File: src/hdl/ram_defines.svh
/* Board sizes for the 2 KB static RAM board, four 1024x4 chips in two banks.
   Chip and CPU address widths must stay one bit apart, the top bit picks the bank */
`ifndef RAM_DEFINES_SVH
`define RAM_DEFINES_SVH

// CPU side
`define RAM_ADDR_W      11   // 2048 bytes

// One Am9150-style chip
`define RAM_CHIP_ADDR_W 10
`define RAM_CHIP_DEPTH  1024 // Words of 4 bits

// Chip pairs on the board
`define RAM_BANKS       2    // Bank index is addr[RAM_ADDR_W-1]

`endif

File: src/hdl/ram_bus_pkg.sv
/* CPU-side bus types; rd and wr are levels sampled every rising edge,
   never both high */
`include "ram_defines.svh"

package ram_bus_pkg;

    // Byte address over both banks
    typedef logic [`RAM_ADDR_W-1:0] addr_t;

    typedef logic [7:0] byte_t;          // CPU data

    // One request per clock edge
    typedef struct packed {
        logic  rd;                        // Read strobe, level
        logic  wr;                        // Write strobe, level
        addr_t addr;
        byte_t wdata;                     // Ignored unless wr
    } bus_req_t;                          // 21 bits

endpackage

File: src/hdl/read_return.sv
/* Return stage; rdata holds the last read byte, rd_valid is a one-cycle
   pulse two edges after the chips were driven */
`timescale 1ns/1ps

module read_return (
    input  logic                clk,
    input  logic                RESET_n,
    input  ram_bus_pkg::byte_t  bank0_data,   // Zero unless bank 0 read
    input  ram_bus_pkg::byte_t  bank1_data,   // Zero unless bank 1 read
    input  logic                rd_pend,      // From control stage
    output ram_bus_pkg::byte_t  rdata,
    output logic                rd_valid
);

    logic rd_pend_q;      // Lines up with chip data_out

    always_ff @(posedge clk) begin
        if (!RESET_n) begin
            rd_pend_q <= 1'b0;
            rd_valid  <= 1'b0;
            rdata     <= '0;
        end else begin
            rd_pend_q <= rd_pend;
            rd_valid  <= rd_pend_q;
            if (rd_pend_q) begin
                rdata <= bank0_data | bank1_data;   // Wired-OR bus, one bank active
            end
        end
    end

    // Quiet chips on every non-read cycle, else the OR would corrupt data
    a_idle_zero: assert property (@(posedge clk) disable iff (!RESET_n)
        !rd_pend_q |-> (bank0_data == '0 && bank1_data == '0));

endmodule

File: config.mk
export PLATFORM = sky130hd
export DESIGN_NAME = read_return
export DESIGN_NICKNAME = d
export VERILOG_FILES = /design/src/hdl/ram_bus_pkg.sv /design/src/hdl/read_return.sv
export VERILOG_INCLUDE_DIRS = /design/src /design/src/hdl
export SDC_FILE = /design/constraint.sdc
export NUM_CORES = 1
export LEC_CHECK = 0
export ABC_AREA = 1
export BUFFER_PORTS_ARGS = -buffer_cell sky130_fd_sc_hd__buf_2
export CORE_AREA = 2 2 39 41
export CTS_CLUSTER_DIAMETER = 100
export DETAILED_ROUTE_END_ITERATION = 8
export DIE_AREA = 0 0 41 43
export GPL_TIMING_DRIVEN = 0
export RECOVER_POWER = 100
export SLEW_MARGIN = 40
export SYNTH_ARGS = -nofsm -noshare
export SYNTH_HDL_FRONTEND = slang
export SYNTH_SLANG_ARGS = --single-unit
File: constraint.sdc
create_clock -name clk -period 0.9 [get_ports clk]
set_clock_uncertainty 0.05 [all_clocks]
set_input_delay 0.135 -clock clk [delete_from_list [all_inputs] [get_ports clk]]
set_output_delay 0.135 -clock clk [all_outputs]
set_load 0.01 [all_outputs]
# Word level (Yosys, flattened, before mapping)
# Index checks and enable logic that the tools add are counted.
# totals
reg_bits,10
output_inout_bits,9
in_bits,19
elab_cells,4
# classes
bitwise,1
# ops
operator,n
$or A8 B8 Y8,1

# Depth between registers and ports, before layout
# depth
ltp_word,1
mapped_depth,4
mapped_depth_nobuf,4

# Worst setup path before layout
# OpenSTA, ideal clock, no wires.
# synth_path
path_kind,reg2reg
startpoint,register rd_pend_q
endpoint,register rdata[0]
stages_incl_launch_ff,5
t_required_ps,733
setup_time_ps,117
period_less_slack_ps,858
arrival_time_ps,691
n_path_buf,1
slack_ps,42
cell_sequence,dfxtp_1 > buf_6 > nand2_1 > nor2_1 > nor2_1
# synth_lines
item,line,text
"start, declared",read_return.sv:15,logic rd_pend_q;
"start signal, assigned",read_return.sv:23,rd_pend_q <= rd_pend;
"end signal, assigned",read_return.sv:26,rdata <= bank0_data | bank1_data;
"end, declared",read_return.sv:11,"output ram_bus_pkg::byte_t rdata,"

==> run_results.csv <==
group,metric,value,unit
final_layout,drive_gt1_share,55.06,%
yosys,synth-compound-area-share,11.08,%
final_layout,nFillCells,145,
floorplan,die_area,1763,um^2
clock_network,hold_buffers,0,
worst_setup_path,rr_endpoint,"rdata[6]",
timing,setup_ws,-3.937,ps
timing,hold_ws,23.78,ps
worst_setup_path,cp-end-kind,"register",
timing,slew_headroom,70.99,%
placed_design,hpwl,602.6,um
yosys,ys.flop_type,"dfxtp_1",
placed_design,dp_cells,98,
floorplan,core_area,1384,um^2
timing,rsz0062_at_grt,"yes",
final_layout,fin_util,50.54,%
route,ant_nets,0,
route,vias,433,
route,dr.pass1.iters,2,
yosys,synth_top_area_share,50.63,%
worst_setup_path,critPathCapture,"rdata[6]",
final_layout,multiInputGateArea,155.1,um^2
yosys,synth-simple-area-share,24.68,%
route,dr.first_iter.drc_count,1,
global_route,grt_first_pass_wirelength,1214,um
clock_network,clkTransAtPathRegs,70,ps
global_route,grt_util_all_layers,10.58,%
min_path,hold_path.class,"in2reg",
power_and_ir_drop,p_leak,0.0003743,uW
global_route,antenna_found_initial,0,
route,via_per_inst,4.124,
final_layout,final_nets,109,
power_and_ir_drop,power.density,1560,nW/um^2
final_layout,syn_to_final_growth,76.90,%
global_route,met2_usage,16.25,%
clock_network,cts-root-buf,"clkbuf_4",
final_layout,antennaDiodeCount,0,
timing,fin_crit_sh,100.4,%
final_layout,fin_area,699.4,um^2
timing,hold_viol_final,0,
yosys,yosysTopAreaCell,"dfxtp_1",
yosys,synth_top_family_by_area,"simple AND/OR/NAND/NOR gates",
yosys,synthXorXnorAreaFrac,0,%
clock_network,clock_sinks,10,
global_route,overflow,0,
worst_setup_path,startpoint_type,"register",
global_route,grt_max_degree,11,
timing,min_period,903.9,ps
global_route,gr-usage-met1,11.40,%
floorplan,rows,14,
timing,tightest_slew,435.1,ps
clock_network,h-tree-depth,1,
floorplan,ioPinCount,28,
placed_design,gp_congestion,0.5278,
yosys,avgSynthCellArea,7.060,um^2
route,drc_errors,0,
yosys,yosysMostFrequentCell,"nor2_1",
yosys,synth-edff-count,0,
yosys,ys_seq_elements,10,
outcome,violations,"negative setup slack",
floorplan,fp.dieW,41,um
yosys,synth.area.top_cells,"dfxtp_1 (51%), nor2_1 (15%), inv_1 (9.5%)",
yosys,synth.yosys.seq_area_share,50.63,%
worst_setup_path,critPathRequiredTime,1000,ps
worst_setup_path,critPathLaunch,"rd_pend_q",
yosys,synth_nets,75,
route,wl_per_cell,9.190,um
worst_setup_path,r2r_slack,-4,ps
power_and_ir_drop,vdd_ir_drop_max,0.5894,mV
yosys,syn-cell-area,395.4,um^2
worst_setup_path,critPathMaxFanout,6,
placed_design,dpl-instance-area,545.5,um^2
global_route,busiest_layer,"met2",
final_layout,ff_latch_area,214.0,um^2
yosys,yosysWarnings,0,
run,cap_violations,0,
global_route,grtUsageMet3,4.712,%
timing,drv_slew,0,
floorplan,fp.dieH,43,um
yosys,synthMuxAreaShare,0,%
clock_network,cts_tree,"built",
yosys,synth_async_sr_flop_share,0,%
global_route,grt_pass1_vias,314,
floorplan,initial_core_util,28.57,%
final_layout,fin_cells,105,
outcome,status,"complete, but fails checks",
worst_setup_path,rr_startpoint,"rd_pend_q",
placed_design,port_buffers,26,
timing,max_freq,1106,MHz
clock_network,cts_buffers,3,
yosys,netlist_instances,56,
timing,fin_setup_tns,-3.937,ps
yosys,synth.distinct_cells,8,
yosys,synth_fa_ha_area_share,0,%
route,wirelength,965,um
worst_setup_path,ff2ff_path_depth,4,
yosys,synth_common_cells,"nor2_1 (16), dfxtp_1 (10), inv_1 (10), nand2_1 (10), o21ai_0 (7)",
clock_network,cts_buffer_depth,2,
timing,setup_viol,1,
clock_network,insertion_delay,260,ps
worst_setup_path,crit_type,"reg2reg",
worst_setup_path,cp.arrival,1010,ps
==> report_power, final <==
part	internal (uW)	leakage [uW]	total, uW	switching [uW]
sequential	475	0.0000860	498	22.3
combinational	115	0.000267	191	76.1
clock	245	0.0000210	402	157
total	835	0.000374	1090	255
==> cells by family after synthesis <==
family,after synthesis
AO/OA/AOI/OAI,8
buffers and inverters,12
flip-flops,10
AND/OR/NAND/NOR,26
==> cell usage in the layout (no fill, tap or decap) <==
cell and n:
nand2_1 7, nand2_2 3, dfxtp_1 1, dfxtp_4 1, nor2_2 1, clkbuf_16 1, buf_2 19, buf_6 8
dfxtp_2 8, o21ai_0 3, clkbuf_4 3, o21ai_2 2, inv_1 10, nor2_1 15, clkbuf_8 1, buf_8 1
buf_4 1, clkbuf_1 1, o21ai_1 3
==> through the flow <==
step / worst slack (ps) / total power [uW]
2_1_floorplan: 41.99 / 561.8
3_3_place_gp: -86.59 / 629.3
3_5_place_dp: -89.29 / 632.6
4_1_cts: 0.3071 / 1052
5_1_grt: -51.66 / 1153
6_report: -3.937 / 1091
==> flip-flops by register name, indices dropped and copies added, names as in the netlist <==
register,cells
rd_pend_q,1
rd_valid,1
rdata,8
==> cell type report <==
type	instances	share of cell area, %
inverter	10	5.367
tap	16	2.862
buffer	2	2.683
multi-input combinational	34	22.18
clock buffer	4	5.188
sequential	10	30.59
timing repair buffer	29	31.13
==> what timing repair did <==
action	in CTS	in global routing
gates resized for setup	10	20
gates cloned	0	1
pin swaps	0	1
endpoints found under the setup margin	13	16
buffers inserted	0	2
==> worst max-delay path: stages (launching register included) <==
cell and delay (ps):
dfxtp_4 390, clkbuf_16 150, nand2_2 40, nor2_1 100, nor2_1 50
==> worst min path at each step <==
| stage | from | to | slack, ps | depth (start not counted) |
|---|---|---|---|---|
| floorplan | rd_pend | rd_pend_q | 180 | 2 |
| global placement | rd_pend | rd_pend_q | 280 | 3 |
| detailed placement | rd_pend | rd_pend_q | 290 | 3 |
| CTS | rd_pend | rd_pend_q | 10 | 3 |
| global route | bank0_data[0] | rdata[0] | 30 | 3 |
| finish | bank0_data[0] | rdata[0] | 20 | 3 |
==> routing by layer <==
layer | share of wire (%) | routed length [um]
met4 | 0 | 0
met3 | 8.0 | 77
met5 | 0 | 0
met1 | 39 | 381
met2 | 52 | 506
Note: power is estimated with default switching activity, not from simulation.
