===== config.mk =====
export PLATFORM = sky130hd
export DESIGN_NAME = bank_control
export DESIGN_NICKNAME = d
export VERILOG_FILES = /design/src/hdl/ram_bus_pkg.sv /design/src/hdl/sram_pkg.sv /design/src/hdl/bank_control.sv
export VERILOG_INCLUDE_DIRS = /design/src /design/src/hdl
export SDC_FILE = /design/constraint.sdc
export NUM_CORES = 1
export LEC_CHECK = 0
export ABC_AREA = 1
export BUFFER_PORTS_ARGS = -buffer_cell sky130_fd_sc_hd__buf_2
export CAP_MARGIN = 0
export CORE_MARGIN = 3
export CORE_UTILIZATION = 30
export CTS_CLUSTER_DIAMETER = 200
export DETAILED_ROUTE_END_ITERATION = 7
export GPL_TIMING_DRIVEN = 0
export MAX_ROUTING_LAYER = met4
export SLEW_MARGIN = 10
export SYNTH_ARGS = -nofsm -noshare
export SYNTH_HDL_FRONTEND = slang
export SYNTH_SLANG_ARGS = --single-unit

===== constraint.sdc =====
create_clock -name clk -period 1.5 [get_ports clk]
set_clock_uncertainty 0.05 [all_clocks]
set_input_delay 0.075 -clock clk [delete_from_list [all_inputs] [get_ports clk]]
set_output_delay 0.075 -clock clk [all_outputs]
set_load 0.05 [all_outputs]

===== src/hdl/ram_defines.svh =====
/* Board sizes for the 2 KB static RAM board, four 1024x4 chips in two banks.
   Chip and CPU address widths must stay one bit apart, the top bit picks the bank */
`ifndef RAM_DEFINES_SVH
`define RAM_DEFINES_SVH

// CPU side
`define RAM_ADDR_W      11   // 2048 bytes

// One Am9150-style chip
`define RAM_CHIP_ADDR_W 10
`define RAM_CHIP_DEPTH  1024 // Words of 4 bits

// Chip pairs on the board
`define RAM_BANKS       2    // Bank index is addr[RAM_ADDR_W-1]

`endif


===== src/hdl/ram_bus_pkg.sv =====
/* CPU-side bus types; rd and wr are levels sampled every rising edge,
   never both high */
`include "ram_defines.svh"

package ram_bus_pkg;

    // Byte address over both banks
    typedef logic [`RAM_ADDR_W-1:0] addr_t;

    typedef logic [7:0] byte_t;          // CPU data

    // One request per clock edge
    typedef struct packed {
        logic  rd;                        // Read strobe, level
        logic  wr;                        // Write strobe, level
        addr_t addr;
        byte_t wdata;                     // Ignored unless wr
    } bus_req_t;                          // 21 bits

endpackage


===== src/hdl/sram_pkg.sv =====
/* Chip-side types; all strobes are active low like the Am9150 pins,
   data_in carries both nibbles of a chip pair */
`include "ram_defines.svh"

package sram_pkg;

    typedef logic [`RAM_CHIP_ADDR_W-1:0] chip_addr_t; // Word inside one chip

    typedef logic [3:0] nibble_t;        // Chip data width

    // Taken from the top CPU address bit
    typedef logic bank_t;

    // Control word shared by all four chips
    typedef struct packed {
        chip_addr_t              address;
        ram_bus_pkg::byte_t      data_in;         // High nibble to hi chip, low to lo chip
        logic                    write_enable_n;
        logic                    output_enable_n;
        logic [`RAM_BANKS-1:0]   chip_select_n;   // One select per bank
    } chip_ctrl_t;                                // 22 bits

endpackage


===== src/hdl/bank_control.sv =====
/* Request stage; one request per edge, dropped while a clear sweep runs.
   clear_req wins over a request sampled at the same edge */
`timescale 1ns/1ps
`include "ram_defines.svh"

module bank_control (
    input  logic                   clk,
    input  logic                   RESET_n,
    input  ram_bus_pkg::bus_req_t  req,
    input  logic                   clear_req,
    output sram_pkg::chip_ctrl_t   ctrl,
    output logic                   rd_pend,     // Read issued with this ctrl word
    output logic                   busy         // Clear sweep running
);

    typedef enum logic {
        st_idle,
        st_clearing
    } state_t;

    // All chips deselected, outputs quiet
    localparam sram_pkg::chip_ctrl_t ctrl_off = '{
        address:         '0,
        data_in:         '0,
        write_enable_n:  1'b1,
        output_enable_n: 1'b1,
        chip_select_n:   '1
    };

    state_t                state;
    sram_pkg::chip_addr_t  sweep_cnt;    // Next address to clear, rests at 0 in idle
    sram_pkg::bank_t       bank;
    sram_pkg::chip_ctrl_t  req_ctrl;     // Decoded CPU request
    sram_pkg::chip_ctrl_t  clr_ctrl;     // Sweep write word

    assign bank = req.addr[`RAM_ADDR_W-1];   // Top bit picks the chip pair

    // CPU request decode
    always_comb begin
        req_ctrl                 = ctrl_off;
        req_ctrl.address         = req.addr[`RAM_CHIP_ADDR_W-1:0];
        req_ctrl.data_in         = req.wdata;
        req_ctrl.write_enable_n  = ~req.wr;
        req_ctrl.output_enable_n = ~req.rd;
        for (int b = 0; b < `RAM_BANKS; b++) begin
            // Only the addressed pair sees a select
            req_ctrl.chip_select_n[b] = ~((req.rd | req.wr) && (bank == sram_pkg::bank_t'(b)));
        end
    end

    // Both banks written with zero at the sweep address
    always_comb begin
        clr_ctrl                 = ctrl_off;
        clr_ctrl.address         = sweep_cnt;
        clr_ctrl.write_enable_n  = 1'b0;
        clr_ctrl.chip_select_n   = '0;
    end

    always_ff @(posedge clk) begin
        if (!RESET_n) begin
            state     <= st_idle;
            sweep_cnt <= '0;
            ctrl      <= ctrl_off;
            rd_pend   <= 1'b0;
        end else begin
            case (state)
                st_idle: begin
                    if (clear_req) begin
                        state     <= st_clearing;
                        ctrl      <= clr_ctrl;          // Address 0 goes out first
                        sweep_cnt <= sweep_cnt + 1'b1;
                        rd_pend   <= 1'b0;              // A read here is lost
                    end else begin
                        ctrl      <= req_ctrl;
                        rd_pend   <= req.rd;
                    end
                end
                st_clearing: begin
                    rd_pend <= 1'b0;                    // Requests dropped
                    if (sweep_cnt == '0) begin
                        // Counter wrapped, last word already issued
                        state <= st_idle;
                        ctrl  <= ctrl_off;
                    end else begin
                        ctrl      <= clr_ctrl;
                        sweep_cnt <= sweep_cnt + 1'b1;
                    end
                end
                default: begin
                    state <= st_idle;
                    ctrl  <= ctrl_off;
                end
            endcase
        end
    end

    assign busy = (state == st_clearing);

    // CPU must not strobe both directions
    a_rd_wr_excl: assert property (@(posedge clk) disable iff (!RESET_n)
        !(req.rd && req.wr));

    // Every cycle of the sweep hits both banks
    a_clear_selects: assert property (@(posedge clk) disable iff (!RESET_n)
        (state == st_clearing) |-> (ctrl.chip_select_n == '0 && !ctrl.write_enable_n));

endmodule


After elaboration in Yosys (flattened, before gate mapping)
Index checks and enable logic that the tools add are counted.
W data, S select, Z words.
{"block": "op_classes", "add_sub_neg": 1, "eq_ne": 2, "n_mux": 11, "bitwise": 7, "n_reduce_logical": 4}
{"operator": "$mux W22", "count": 2}
{"operator": "$pmux W22 S2", "count": 1}
{"operator": "$mux W10", "count": 2}
{"operator": "$pmux W10 S2", "count": 1}
{"operator": "$add A10 B1 Y10 const B", "count": 1}
{"operator": "$logic_not A10 Y1", "count": 1}
{"operator": "$not A1 Y1", "count": 6}
{"operator": "$ne A2 B2 Y1 const B", "count": 2}
{"operator": "$pmux W1 S2", "count": 2}
{"operator": "$mux W1", "count": 3}
{"operator": "$logic_and A1 B1 Y1", "count": 2}
{"operator": "$reduce_and A2 Y1", "count": 1}
{"operator": "$or A1 B1 Y1", "count": 1}
{"block": "word_totals", "ff_bits": 34, "in_bits": 24, "output_inout_bits": 24, "wordCells": 33}

Logic depth before layout (Yosys ltp)
{"block": "logic_depth", "ltp_word": 5, "depth_mapped": 8}

Least setup slack after synthesis
No wires, ideal clock.
{"block": "synth_timing", "kind": "register -> register", "from": "register state (netlist: busy)", "to": "register sweep_cnt[7]", "setup_time_ps": 116, "arrival_ps": 1243, "slack_ps": 91, "stages_incl_launch_ff": 7, "period_less_slack_ps": 1409, "path_cell_list": "dfxtp_1 nor2_2 inv_2 buf_6 nand3_1 o21ai_0 nor2_1"}
{"block": "synth_via", "elab_chain_len": 3, "elab_cells_between_ends": 5, "cone_classes": "eq/ne: 2; mux: 1; bitwise: 1; reduce/logical: 1"}
{"item": "from (decl)", "line_no": "bank_control.sv:30", "source": "state_t state;"}
{"item": "from (signal assigned)", "line_no": "bank_control.sv:61", "source": "state <= st_idle;"}
{"item": "from (signal assigned)", "line_no": "bank_control.sv:69", "source": "state <= st_clearing;"}
{"item": "from (signal assigned)", "line_no": "bank_control.sv:82", "source": "state <= st_idle;"}
{"item": "$not A1 Y1"}
{"item": "$ne A2 B2 Y1 (no line)"}
{"item": "$reduce_and A2 Y1 (no line)"}
{"item": "to (signal assigned)", "line_no": "bank_control.sv:71", "source": "sweep_cnt <= sweep_cnt + 1'b1;"}
{"item": "to (signal assigned)", "line_no": "bank_control.sv:86", "source": "sweep_cnt <= sweep_cnt + 1'b1;"}
{"item": "to (decl)", "line_no": "bank_control.sv:31", "source": "sram_pkg::chip_addr_t sweep_cnt;"}
Parallel ways exist; a longest one is shown, timed or not.
A chain may end at the register's enable or synchronous reset.

Worst setup path in the final report
{"block": "layout_timing", "from": "register sweep_cnt[1]", "to": "register sweep_cnt[6]"}
{"block": "layout_via", "elab_chain_len": 3, "elab_cells_between_ends": 7, "cone_classes": "add/sub: 1; eq/ne: 1; mux: 3; reduce/logical: 2"}
{"item": "$add A10 B1 Y10 or $logic_not A10 Y1 (tied branches)", "line_no": "bank_control.sv:71, bank_control.sv:86, bank_control.sv:80"}
{"item": "$mux W10 (tied with other cells)", "line_no": "bank_control.sv:80", "source": "if (sweep_cnt == '0) begin"}
{"item": "$pmux W10 S2 or $reduce_and A2 Y1 (tied branches)"}
Parallel ways exist; a longest one is shown, timed or not. The select of a mux whose other input is x is not followed.

==> out/results.txt <==
pwr dens = 1140 nW/µm²
LEAKAGE = 0.899 nW
crit-path cells = ha_1 > nand2_1 > nor2_1 > nand2_1 > o21ai_0 > a21oi_1
RSZ-0062 raised after global routing = false
Clk Latency, worst-skew pair = 0.28 ns
largest stage delay on the critical path = 0.43 ns
CP Launch Type = flip-flop
FMAX = 752 MHz
layout cells sized above 1 = 28.3%
Initial Util = 32.2%
worst hold-check path type = in -> reg
Initial DRT Pass Iterations = 4
die height = 72.6 µm
hold slack = 0.0169 ns
Ant. Diodes = 0
most used cell, CP = nand2_1
worst vdd ir = 0.351 mV
Gate Count Post-Synth = 169
Critical Path Source = sweep_cnt[1]
max-cap check violation count = 0
Worst Hold Launch = req[16]
Worst Path Max Fanout = 5
Post-Route Setup TNS = 0 ns
GR Util met1 = 15.8%
total CTS buffers = 5
sequential-to-total area share from yosys stat = 51.1%
Slew HR = 82.0%
Power Total = 2.12 mW
Synth cell types = 22
crit-path leading delay family = flip-flops
largest net degree at the start of global routing = 11
DR iter-0 viols = 19
Storage cell area = 682 µm²
root buf cell = clkbuf_8
status = finished, final reports clean
Setup-failing EPs final = 0
area occupied by multi-input gates = 518 µm²
GPL Wtd Cong = 0.857
CTS max path bufs = 2
DP Area = 1630 µm²
antenna violations before repair = 0
Global Route Usage Sum = 14.3%
DRC Markers = 0
syn_nets = 195
core area = 4140 µm²
routed vias/inst = 4.43
Critical Path Sink Type = flip-flop
aggregate global routing overflow = 0
WL/cell = 11.7 µm
IO Port Bufs = 47
commonest non-fill, non-tap cell in the layout = buf_2
CP max stage cell = dfxtp_1
Crit Path Class = reg -> reg
met3 usage = 3.58%
worst path bufs/invs = 0
fin crit share = 88.6%
met2 Track Usage GR = 24.2%
flops & latches, synth = 34
YS warnings = 0
fin nets = 262
Post-Syn Area = 1330 µm²
Critical R2R Launch = sweep_cnt[1]
# IOs = 48
grt peak-use layer = met2
post-route minimum period = 1.33 ns
HPWL after DPL = 2.28 mm
setup bufs post-CTS = 0
synthesis-to-layout area growth = 39.1%
vias in the first global route = 1,292
CP Data Required Time = 1.63 ns
Slew @ Worst Pin = 0.270 ns
die area = 5280 µm²
clk sink count = 34
Worst Path Arrival = 1.45 ns
# fillers = 416
htree depth = 2
clock transition at the registers of the reported paths = 0.07 ns
first-pass GRT wire length = 5.77 mm
Final Hold Fails = 0
Total Wirelength = 3.35 mm
CTS tree = done
Final Max Tran Viols = 0
Cell Rows = 23
most frequent cells in the layout = buf_2 (49), nor2_1 (36), dfxtp_1 (33)
synthesized area per cell = 7.88 µm²
fin area = 1850 µm²
Routed Antenna Nets = 0
DR vias = 1,271
Die Width = 72.6 µm
## per-stage QoR
stage / instances / utilization, % / worst slack [ns]
CTS: 287 / 44.7 / 0.121
floorplan: 169 / - / 0.0908
finish: 287 / 44.7 / 0.170
detailed placement: 266 / 39.3 / 0.136
global placement: 266 / 39.3 / 0.140
global route: 287 / 44.7 / 0.0208
## kinds of logic (layout without fill, tap and decap cells)
group | after synthesis | in the layout | synth area share [%]
compound gates | 28 | 28 | 12.2
fa+ha+maj | 2 | 2 | 1.88
flops | 34 | 34 | 51.1
xor+xnor | 2 | 2 | 1.31
simple gates | 73 | 73 | 23.5
buf+inv | 30 | 98 | 10.0
## worst min-delay path: cells and delay by family
| family | cells | cell delay, ns |
|---|---|---|
| compound gates | 2 | 0.17 |
| buf+inv | 1 | 0.07 |
## timing repair
item / in CTS / in global routing
setup endpoints to repair: 0 / 1
hold buffers: 13 / 0
gates resized for setup: 0 / 1
endpoints found under the hold margin: 13 / 0
## final timing paths
| path | end | slack, ns | depth (start not counted) |
|---|---|---|---|
| worst max-delay path | sweep_cnt[6] | 0.17 | 6 |
| worst min-delay path | ctrl[20] | 0.02 | 3 |
| worst max register to register | sweep_cnt[6] | 0.17 | 6 |
| worst min register to register | ctrl[21] | 0.44 | 2 |
## layout make-up
type / instances / area share [%]
Clock inverter: 1 / 0.270
Multi-Input combinational cell: 105 / 28.0
Sequential cell: 34 / 36.8
Buffer: 5 / 2.16
Inverter: 25 / 5.06
Tap cell: 50 / 3.38
Timing Repair Buffer: 60 / 19.7
Clock buffer: 7 / 4.66
## where the power goes
part | leakage (nW) | switching, mW | internal (mW)
clock network | 0.0482 | 0.315 | 0.370
logic | 0.572 | 0.300 | 0.141
registers | 0.279 | 0.0328 | 0.959
total | 0.899 | 0.648 | 1.47
## registers in the layout, indices dropped and copies added, names as in the netlist
name	flops
busy	1
rd_pend	1
ctrl	22
sweep_cnt	10
## synthesized netlist by cell type
cell type	count	area share (%)
a211oi_1	1	0.56
a21oi_1	11	4.1
buf_2	2	0.75
buf_4	1	0.56
buf_6	2	1.7
dfxtp_1	34	51
ha_1	2	1.9
inv_1	24	6.8
inv_2	1	0.28
nand2_1	19	5.4
nand3_1	10	3.8
nand3_2	1	0.75
nand4_1	2	0.94
nor2_1	36	10
nor2_2	2	0.94
nor2_4	1	0.85
nor3_1	2	0.75
o21ai_0	11	4.1
o21ai_1	1	0.38
o221a_2	2	1.7
o221ai_1	2	1.3
xnor2_1	2	1.3
## per-layer routing
layer | share of wire (%) | vias to the layer above
met2 | 50 | 46
met5 | 0 | -
met3 | 6.5 | 2
li1 | - | 673
met4 | 0.81 | 0
met1 | 43 | 550
Power figures use the tool's default switching activity.
